===== src/verilog/udp_pkg.sv =====
package udp_pkg;

    typedef logic [47:0] mac_addr_t;
    typedef logic [31:0] ip_addr_t;
    typedef logic [15:0] udp_port_t;
    typedef logic [7:0]  byte_t;
    typedef logic [15:0] len_t;

    typedef enum logic [3:0] {
        uninited,
        arp_req_s,
        arp_wait,
        check_mac,
        idle,
        gen_req,
        write_idx1,
        write_idx2,
        write_data
    } sender_state_t;

    localparam logic [15:0] ETH_ARP = 16'h0806;
    localparam logic [15:0] ETH_IP  = 16'h0800;

    localparam int UDP_HDR_BYTES   = 28;
    localparam int ARP_FRAME_BYTES = 22;
    // UDP length covers its own 8 byte header
    localparam int UDP_OVERHEAD    = 8;

    // Wide enough for a wait period and for a payload count
    function automatic int timer_width(int cycles);
        int w;
        w = $clog2(cycles);
        return (w > $bits(len_t)) ? w : $bits(len_t);
    endfunction

endpackage : udp_pkg


===== src/verilog/udp_link_if.sv =====
interface udp_link_if;
    import udp_pkg::*;

    logic  app_request;
    logic  send_ack;
    logic  app_valid;
    byte_t app_data;
    len_t  app_length;
    logic  arp_req;
    logic  arp_found;
    logic  mac_not_exist;

    modport ctrl (
        output app_request, app_valid, app_data, app_length, arp_req,
        input  send_ack, arp_found, mac_not_exist
    );

    modport tx (
        input  app_request, app_valid, app_data, app_length, arp_req,
        output send_ack
    );

    modport rx (
        input  arp_req,
        output arp_found, mac_not_exist
    );

endinterface : udp_link_if


===== src/verilog/link_timer.sv =====
module link_timer #(
    parameter int WAIT_CYCLES = 200
) (
    input  logic                                          rgmii_clk,
    input  logic                                          arp_rstn,
    input  logic                                          clear,
    input  logic                                          step,
    output logic [udp_pkg::timer_width(WAIT_CYCLES)-1:0] count,
    output logic                                          expired
);
    import udp_pkg::*;

    localparam int CNT_W = timer_width(WAIT_CYCLES);
    localparam logic [CNT_W-1:0] LAST = CNT_W'(WAIT_CYCLES - 1);

    always_ff @(posedge rgmii_clk or negedge arp_rstn) begin
        if (!arp_rstn) begin
            count <= '0;
        end else if (clear) begin
            count <= '0;
        end else if (step) begin
            count <= count + 1'b1;
        end
    end

    assign expired = (count == LAST);

    // The FSM must clear the counter at every period end and keep
    // payload lengths below one period
    a_count_bound: assert property (
        @(posedge rgmii_clk) disable iff (!arp_rstn)
        count <= LAST
    ) else $error("link_timer count %0d passed %0d", count, LAST);

endmodule : link_timer


===== src/verilog/sender_fsm.sv =====
module sender_fsm #(
    parameter int WAIT_CYCLES = 200
) (
    input  logic            rgmii_clk,
    input  logic            arp_rstn,
    input  logic            trig,
    input  logic [15:0]     index,
    input  udp_pkg::len_t   data_len,
    input  logic            valid,
    input  udp_pkg::byte_t  data,
    output logic            read_en,
    output logic            connected,
    udp_link_if.ctrl        link
);
    import udp_pkg::*;

    localparam int CNT_W = timer_width(WAIT_CYCLES);

    sender_state_t    state;
    logic             timer_clear;
    logic             timer_step;
    logic             timer_expired;
    logic [CNT_W-1:0] count;
    logic             payload_done;

    link_timer #(
        .WAIT_CYCLES(WAIT_CYCLES)
    ) u_link_timer (
        .rgmii_clk(rgmii_clk),
        .arp_rstn (arp_rstn),
        .clear    (timer_clear),
        .step     (timer_step),
        .count    (count),
        .expired  (timer_expired)
    );

    assign payload_done    = (count == CNT_W'(data_len));
    // Two index bytes lead the payload
    assign link.app_length = data_len + len_t'(2);

    always_comb begin
        timer_clear = 1'b0;
        timer_step  = 1'b0;
        case (state)
            uninited: begin
                timer_clear = timer_expired;
                timer_step  = !timer_expired;
            end
            arp_req_s: timer_clear = 1'b1;
            arp_wait: begin
                timer_clear = link.arp_found || timer_expired;
                timer_step  = !(link.arp_found || timer_expired);
            end
            check_mac: begin
                // No MAC: keep count at the end so uninited expires at once
                timer_clear = timer_expired && !link.mac_not_exist;
                timer_step  = !timer_expired;
            end
            write_idx2: timer_clear = 1'b1;
            write_data: timer_step = valid && !payload_done;
            default: ;
        endcase
    end

    always_ff @(posedge rgmii_clk or negedge arp_rstn) begin
        if (!arp_rstn) begin
            state            <= uninited;
            connected        <= 1'b0;
            read_en          <= 1'b0;
            link.arp_req     <= 1'b0;
            link.app_request <= 1'b0;
            link.app_valid   <= 1'b0;
        end else begin
            link.arp_req <= 1'b0;
            case (state)
                uninited: begin
                    connected <= 1'b0;
                    if (timer_expired) begin
                        state <= arp_req_s;
                    end
                end
                arp_req_s: begin
                    link.arp_req <= 1'b1;
                    state        <= arp_wait;
                end
                arp_wait: begin
                    if (link.arp_found) begin
                        state <= check_mac;
                    end else if (timer_expired) begin
                        state <= uninited;
                    end
                end
                check_mac: begin
                    if (timer_expired) begin
                        state <= link.mac_not_exist ? uninited : idle;
                    end
                end
                idle: begin
                    connected      <= 1'b1;
                    read_en        <= 1'b0;
                    link.app_valid <= 1'b0;
                    if (trig && connected) begin
                        state <= gen_req;
                    end
                end
                gen_req: begin
                    if (link.send_ack) begin
                        link.app_request <= 1'b0;
                        state            <= write_idx1;
                    end else begin
                        link.app_request <= 1'b1;
                    end
                end
                write_idx1: begin
                    link.app_valid <= 1'b1;
                    state          <= write_idx2;
                end
                write_idx2: begin
                    link.app_valid <= 1'b1;
                    if (data_len != '0) begin
                        read_en <= 1'b1;
                        state   <= write_data;
                    end else begin
                        state <= idle;
                    end
                end
                write_data: begin
                    if (payload_done) begin
                        read_en        <= 1'b0;
                        link.app_valid <= 1'b0;
                        state          <= idle;
                    end else begin
                        link.app_valid <= valid;
                    end
                end
                default: state <= uninited;
            endcase
        end
    end

    always_ff @(posedge rgmii_clk) begin
        case (state)
            write_idx1: link.app_data <= index[15:8];
            write_idx2: link.app_data <= index[7:0];
            default:    link.app_data <= data;
        endcase
    end

    a_read_window: assert property (
        @(posedge rgmii_clk) disable iff (!arp_rstn)
        read_en |-> (state == write_data) && ($past(state) inside {write_idx2, write_data})
    ) else $error("read_en high outside the payload window");

endmodule : sender_fsm


===== src/verilog/frame_tx.sv =====
module frame_tx #(
    parameter udp_pkg::mac_addr_t LOCAL_MAC  = 48'h11_11_11_11_11_11,
    parameter udp_pkg::ip_addr_t  LOCAL_IP   = 32'hC0_A8_01_6E,
    parameter udp_pkg::udp_port_t LOCAL_PORT = 16'h8080,
    parameter udp_pkg::ip_addr_t  DEST_IP    = 32'hC0_A8_01_69,
    parameter udp_pkg::udp_port_t DEST_PORT  = 16'h8080
) (
    input  logic               rgmii_clk,
    input  logic               arp_rstn,
    udp_link_if.tx             link,
    input  udp_pkg::mac_addr_t peer_mac,
    output logic               tx_valid,
    output udp_pkg::byte_t     tx_data,
    output logic               tx_last
);
    import udp_pkg::*;

    localparam int HDR_W = 8 * UDP_HDR_BYTES;
    localparam int PAD_W = 8 * (UDP_HDR_BYTES - ARP_FRAME_BYTES);

    typedef enum logic [1:0] {
        ft_idle,
        ft_arp,
        ft_udp,
        ft_app
    } ft_state_t;

    ft_state_t        state;
    logic [4:0]       hdr_cnt;
    len_t             app_cnt;
    len_t             udp_len;
    logic [HDR_W-1:0] arp_frame;
    logic [HDR_W-1:0] udp_frame;
    logic [HDR_W-1:0] start_frame;
    logic [HDR_W-1:0] hdr_shift;
    byte_t            next_byte;

    assign udp_len   = link.app_length + len_t'(UDP_OVERHEAD);
    // ARP frame left aligned so both kinds shift out from the top
    assign arp_frame = {48'hFFFF_FFFF_FFFF, LOCAL_MAC, ETH_ARP, LOCAL_IP, DEST_IP,
                        {PAD_W{1'b0}}};
    assign udp_frame = {peer_mac, LOCAL_MAC, ETH_IP, LOCAL_IP, DEST_IP,
                        LOCAL_PORT, DEST_PORT, udp_len};

    assign start_frame = link.arp_req ? arp_frame : udp_frame;

    always_comb begin
        case (state)
            ft_idle: next_byte = start_frame[HDR_W-1 -: 8];
            ft_app:  next_byte = link.app_data;
            default: next_byte = hdr_shift[HDR_W-1 -: 8];
        endcase
    end

    always_ff @(posedge rgmii_clk) begin
        tx_data <= next_byte;
        if (state == ft_idle) begin
            hdr_shift <= start_frame << 8;
        end else begin
            hdr_shift <= hdr_shift << 8;
        end
    end

    always_ff @(posedge rgmii_clk or negedge arp_rstn) begin
        if (!arp_rstn) begin
            state         <= ft_idle;
            hdr_cnt       <= '0;
            app_cnt       <= '0;
            tx_valid      <= 1'b0;
            tx_last       <= 1'b0;
            link.send_ack <= 1'b0;
        end else begin
            tx_valid      <= 1'b0;
            tx_last       <= 1'b0;
            link.send_ack <= 1'b0;
            case (state)
                ft_idle: begin
                    // Byte 0 goes out on this edge
                    hdr_cnt <= 5'd1;
                    if (link.arp_req) begin
                        tx_valid <= 1'b1;
                        state    <= ft_arp;
                    end else if (link.app_request) begin
                        tx_valid <= 1'b1;
                        state    <= ft_udp;
                    end
                end
                ft_arp: begin
                    tx_valid <= 1'b1;
                    hdr_cnt  <= hdr_cnt + 5'd1;
                    if (hdr_cnt == 5'(ARP_FRAME_BYTES - 1)) begin
                        tx_last <= 1'b1;
                        state   <= ft_idle;
                    end
                end
                ft_udp: begin
                    tx_valid <= 1'b1;
                    hdr_cnt  <= hdr_cnt + 5'd1;
                    app_cnt  <= '0;
                    if (hdr_cnt == 5'(UDP_HDR_BYTES - 1)) begin
                        link.send_ack <= 1'b1;
                        state         <= ft_app;
                    end
                end
                ft_app: begin
                    tx_valid <= link.app_valid;
                    if (link.app_valid) begin
                        app_cnt <= app_cnt + len_t'(1);
                        if (app_cnt == link.app_length - len_t'(1)) begin
                            tx_last <= 1'b1;
                            state   <= ft_idle;
                        end
                    end
                end
                default: state <= ft_idle;
            endcase
        end
    end

    a_last_valid: assert property (
        @(posedge rgmii_clk) disable iff (!arp_rstn)
        tx_last |-> tx_valid
    ) else $error("tx_last without tx_valid");

endmodule : frame_tx


===== src/verilog/arp_rx.sv =====
module arp_rx #(
    parameter udp_pkg::ip_addr_t DEST_IP = 32'hC0_A8_01_69
) (
    input  logic               rgmii_clk,
    input  logic               arp_rstn,
    input  logic               rx_valid,
    input  udp_pkg::byte_t     rx_data,
    udp_link_if.rx             link,
    output udp_pkg::mac_addr_t peer_mac
);
    import udp_pkg::*;

    localparam logic [4:0] MIN_BYTES = 5'd18;

    logic [4:0]  rx_cnt;
    logic        hdr_ok;
    logic        mac_stored;
    logic        accept;
    mac_addr_t   src_mac;
    logic [47:0] match_word;
    logic [2:0]  match_idx;
    byte_t       match_byte;

    // Ethertype then sender IP, bytes 12 to 17
    assign match_word = {ETH_ARP, DEST_IP};
    assign match_idx  = 3'(5'd17 - rx_cnt);
    assign match_byte = byte_t'(match_word >> {match_idx, 3'b000});

    // Frame just ended with enough bytes and every check passed
    assign accept = !rx_valid && (rx_cnt == MIN_BYTES) && hdr_ok;

    assign link.mac_not_exist = !mac_stored;

    always_ff @(posedge rgmii_clk) begin
        if (rx_valid && rx_cnt >= 5'd6 && rx_cnt < 5'd12) begin
            src_mac <= {src_mac[39:0], rx_data};
        end
    end

    always_ff @(posedge rgmii_clk or negedge arp_rstn) begin
        if (!arp_rstn) begin
            rx_cnt         <= '0;
            hdr_ok         <= 1'b1;
            mac_stored     <= 1'b0;
            peer_mac       <= '0;
            link.arp_found <= 1'b0;
        end else begin
            link.arp_found <= accept;
            if (rx_valid) begin
                if (rx_cnt != MIN_BYTES) begin
                    rx_cnt <= rx_cnt + 5'd1;
                end
                if (rx_cnt >= 5'd12 && rx_cnt < MIN_BYTES && rx_data != match_byte) begin
                    hdr_ok <= 1'b0;
                end
            end else begin
                rx_cnt <= '0;
                hdr_ok <= 1'b1;
            end
            // A new request drops any older peer
            if (link.arp_req) begin
                mac_stored <= 1'b0;
                peer_mac   <= '0;
            end else if (accept) begin
                mac_stored <= 1'b1;
                peer_mac   <= src_mac;
            end
        end
    end

endmodule : arp_rx


===== src/verilog/udp_sender.sv =====
module udp_sender #(
    parameter udp_pkg::mac_addr_t LOCAL_MAC       = 48'h11_11_11_11_11_11,
    parameter udp_pkg::ip_addr_t  LOCAL_IP        = 32'hC0_A8_01_6E,
    parameter udp_pkg::udp_port_t LOCAL_PORT      = 16'h8080,
    parameter udp_pkg::ip_addr_t  DEST_IP         = 32'hC0_A8_01_69,
    parameter udp_pkg::udp_port_t DEST_PORT       = 16'h8080,
    // Default is 200 ms at 125 MHz
    parameter int                 ARP_WAIT_CYCLES = 25_000_000
) (
    input  logic           rgmii_clk,
    input  logic           arp_rstn,
    input  logic           trig,
    input  logic [15:0]    index,
    output logic           read_en,
    input  logic           valid,
    input  udp_pkg::byte_t data,
    input  udp_pkg::len_t  data_len,
    output logic           connected,
    input  logic           rx_valid,
    input  udp_pkg::byte_t rx_data,
    output logic           tx_valid,
    output udp_pkg::byte_t tx_data,
    output logic           tx_last
);
    import udp_pkg::*;

    mac_addr_t peer_mac;

    udp_link_if u_link ();

    sender_fsm #(
        .WAIT_CYCLES(ARP_WAIT_CYCLES)
    ) u_sender_fsm (
        .rgmii_clk(rgmii_clk),
        .arp_rstn (arp_rstn),
        .trig     (trig),
        .index    (index),
        .data_len (data_len),
        .valid    (valid),
        .data     (data),
        .read_en  (read_en),
        .connected(connected),
        .link     (u_link.ctrl)
    );

    frame_tx #(
        .LOCAL_MAC (LOCAL_MAC),
        .LOCAL_IP  (LOCAL_IP),
        .LOCAL_PORT(LOCAL_PORT),
        .DEST_IP   (DEST_IP),
        .DEST_PORT (DEST_PORT)
    ) u_frame_tx (
        .rgmii_clk(rgmii_clk),
        .arp_rstn (arp_rstn),
        .link     (u_link.tx),
        .peer_mac (peer_mac),
        .tx_valid (tx_valid),
        .tx_data  (tx_data),
        .tx_last  (tx_last)
    );

    arp_rx #(
        .DEST_IP(DEST_IP)
    ) u_arp_rx (
        .rgmii_clk(rgmii_clk),
        .arp_rstn (arp_rstn),
        .rx_valid (rx_valid),
        .rx_data  (rx_data),
        .link     (u_link.rx),
        .peer_mac (peer_mac)
    );

endmodule : udp_sender


===== config.mk =====
export PLATFORM = sky130hd
export DESIGN_NAME = udp_sender
export DESIGN_NICKNAME = d
export VERILOG_FILES = /design/src/verilog/udp_pkg.sv /design/src/verilog/udp_link_if.sv /design/src/verilog/link_timer.sv /design/src/verilog/sender_fsm.sv /design/src/verilog/frame_tx.sv /design/src/verilog/arp_rx.sv /design/src/verilog/udp_sender.sv
export SDC_FILE = /design/constraint.sdc
export NUM_CORES = 1
export LEC_CHECK = 0
export ABC_CLOCK_PERIOD_IN_PS = 12290
export CORE_MARGIN = 4
export CORE_UTILIZATION = 63
export CTS_CLUSTER_DIAMETER = 120
export DETAILED_ROUTE_END_ITERATION = 16
export DONT_BUFFER_PORTS = 1
export PLACE_DENSITY = 0.84
export SLEW_MARGIN = 20
export SYNTH_ARGS = -nofsm -noshare
export SYNTH_HDL_FRONTEND = slang
export SYNTH_SLANG_ARGS = --single-unit

===== constraint.sdc =====
create_clock -name rgmii_clk -period 12.29 [get_ports rgmii_clk]
set_input_delay 2.458 -clock rgmii_clk [delete_from_list [all_inputs] [get_ports rgmii_clk]]
set_output_delay 2.458 -clock rgmii_clk [all_outputs]
set_load 0.01 [all_outputs]

==> flow_summary.toml <==
[run_status]
outcome = "completed"

[power]
finalPower_uw = 3670
p_leak_uw = 0.00677
ir_drop_mv = 0.133
powerDensity_nw_per_um2 = 221

[sta]
rsz0062_at_grt = "false"
final.min_clock_period_ns = 4.96
finalHoldViolCount = 0
setup_ws_ns = 7.33
finalCritPeriodShare_pct = 40.4
clock_skew_ns = 0.0173
setup_viol = 0
fin_tns_setup_ns = 0
drv_slew = 0
holdWs_ns = 0.407
maxSlewHeadroom_pct = 36.7
fmax_mhz = 201
worst_pin_slew_ns = 0.950

[floorplan]
rows = 56
io_pins = 65
dieWidth_um = 163
coreArea_um2 = 23600
initial_core_util_pct = 64.5
die-height_um = 163
dieArea_um2 = 26700

[yosys]
synth_common_cells = "dfxtp_1, nand2_1, nor2b_1"
synth_nets = 1500
synth-seq-cells = 396
yosysTopAreaCell = "dfxtp_1"
synth_flop_cell = "dfxtp_1"
synth.most_common_cell = "dfxtp_1"
synth_cell_types = 72
async_flop_share_pct = 29.3
synth_edf_count = 48
yosysTopAreaCellShare_pct = 30.5
yosys-top-cells-area = "dfxtp_1, dfrtp_1, edfxtp_1"
synth-seq-area-share_pct = 59.1
syn_area_um2 = 15200
ys_warn_count = 0
synth_cells = 1423
synth_area_per_cell_um2 = 10.7

[hold_path]
hold_class = "register to register"

[layout]
num_antenna_cells = 0
syn_to_final_growth_pct = 9.27
final_layout_size_suffix_gt1_share_pct = 9.05
instances_no_fill = 1744
nets = 1475

[clocking]
cts.path.max_buffers = 3
tritoncts = "yes"
cts_max_level = 2
cts_inserted_buffers = 38
clk_pin_slew_ns = 0.06
cts_resized = 0
clock_latency_ns = 0.53
cts.sinks = 396
root_buffer = "clkbuf_16"
post_cts_buffers = 0
ctsHoldBuffers = 0

[place]
dp_hpwl_um = 18200
place_ws_ns = 6.80
dp.cells = 1677
place_congestion = 0.878
numPortBuffers = 0

[detailed_routing]
vias = 9861
first_pass_iters = 5
drc = 0
first_iter_violations = 773
ant_nets = 0
wirelength_um = 29200
via_per_inst = 5.65
routed_wire_length_per_instance_um = 16.7

[setup_path]
worstSetupPathType = "primary input to register"
worstPathArrival_ns = 5.37
critPathRequiredTime_ns = 12.69
slowest_delay_ns = 0.46
crit_fanout = 8
cpMaxStageDelayCell = "a2111oi_0"
cp-start-kind = "primary input"
worstPathCellList = "ha_1 -> xor2_1 -> inv_1 -> ha_1 -> and3b_1 -> and2_1 -> a2111oi_0 -> o221a_2 -> a21o_1 -> nand4_1 -> a21o_1 -> mux2_1"
endpoint_kind = "register"

[grt]
antenna_found_initial = 0
grt_pass1_vias = 9920
grt.total_usage_pct = 22.4
grt-ovfl-total = 0
grt_max_degree = 117
grt_pass1_wl_um = 49100

[run]
max_cap_violations = 0
[layer usage]
metal,vias up,GRT usage (%),part of all wire (%)
li1,4743,-,-
met1,4810,29.7,43
met2,257,38.3,50
met3,51,3.94,5.4
met4,0,6.21,1.9
met5,-,0,0
[path summary, 6_finish.rpt]
path | slack, ns | cells past startpoint | end | startpoint
max | 7.33 | 12 | u_frame_tx.state[0]$_DFFE_PN0P_ | data_len[1]
max in group asynchronous | 10.36 | 0 | u_arp_rx.hdr_ok$_DFFE_PN1P_ | arp_rstn
min | 0.41 | 1 | u_frame_tx.hdr_shift[107]$_SDFF_PP1_ | u_frame_tx.hdr_shift[99]$_SDFF_PP0_
max reg2reg | 9.12 | 8 | u_sender_fsm.u_link_timer.count[24]$_DFFE_PN0P_ | u_sender_fsm.state[0]$_DFFE_PN0P_
min in group asynchronous | 1.63 | 0 | u_sender_fsm.u_link_timer.count[14]$_DFFE_PN0P_ | arp_rstn
min reg2reg | 0.41 | 1 | u_frame_tx.hdr_shift[107]$_SDFF_PP1_ | u_frame_tx.hdr_shift[99]$_SDFF_PP0_
[area by class of cell]
class / instances / area (um^2)
clock buffer: 52 / 1050
clock inverter: 15 / 173
fill: 1700 / 6980
tap: 319 / 399
multi-input combinational: 910 / 5790
timing repair buffer: 8 / 60.1
sequential: 396 / 8990
inverter: 44 / 165
[state kept, by name (all words and copies together), names as in the netlist, 2 cells and up]
name,flops
u_frame_tx.hdr_shift,216
u_arp_rx.peer_mac,48
u_arp_rx.src_mac,48
u_sender_fsm.u_link_timer.count,25
u_frame_tx.app_cnt,16
u_frame_tx.tx_data,8
u_sender_fsm.link.app_data,8
u_arp_rx.rx_cnt,5
u_frame_tx.hdr_cnt,5
u_sender_fsm.state,4
u_frame_tx.state,2
[metrics by stage]
step | instance area, um^2 | utilization, %
2_1_floorplan | 15200 | -
3_3_place_gp | 15400 | 65.2
3_5_place_dp | 15400 | 65.2
4_1_cts | 16600 | 70.4
5_1_grt | 16600 | 70.4
6_report | 16600 | 70.4
[cell families (layout without fill, tap and decap cells)]
family	count (synthesis)	in the layout	synth area share (%)
multiplexers	24	24	1.69
XOR/XNOR	104	104	6.56
AO/OA/AOI/OAI	202	202	8.66
AND/OR/NAND/NOR	556	556	19.0
flip-flops	396	396	59.1
buffers and inverters	117	119	3.08
adder cells (fa/ha/maj)	24	24	1.97
[placed cells by master (no fill, tap or decap), drive strengths merged, types with 25 or more instances in the layout]
master  count
nor3       25
dfrtp     115
edfxtp     48
dfxtp     232
clkbuf     52
a21oi      62
or2        36
xor2       39
nor2       69
inv        46
nand3      37
nand2     172
xnor2      60
nor2b     127
o21ai      48
o22a       40
[where the power goes]
group / total (uW) / leakage, uW / switching, uW / internal (uW)
clock: 1150 / 0.000600 / 478 / 669
sequential: 1750 / 0.00394 / 125 / 1630
combinational: 773 / 0.00223 / 429 / 345
total: 3670 / 0.00677 / 1030 / 2640
[worst max-delay path: cells and delay by family]
family,cells,cell delay (ns)
AOI/OAI and AO/OA,4,1.08
xor gates and xnor gates,1,0.39
adders and majority gates,2,0.42
buffers and inverters,1,0.10
muxes,1,0.32
and+or+nand+nor,3,0.60
Note: power is estimated with default switching activity, not from simulation.
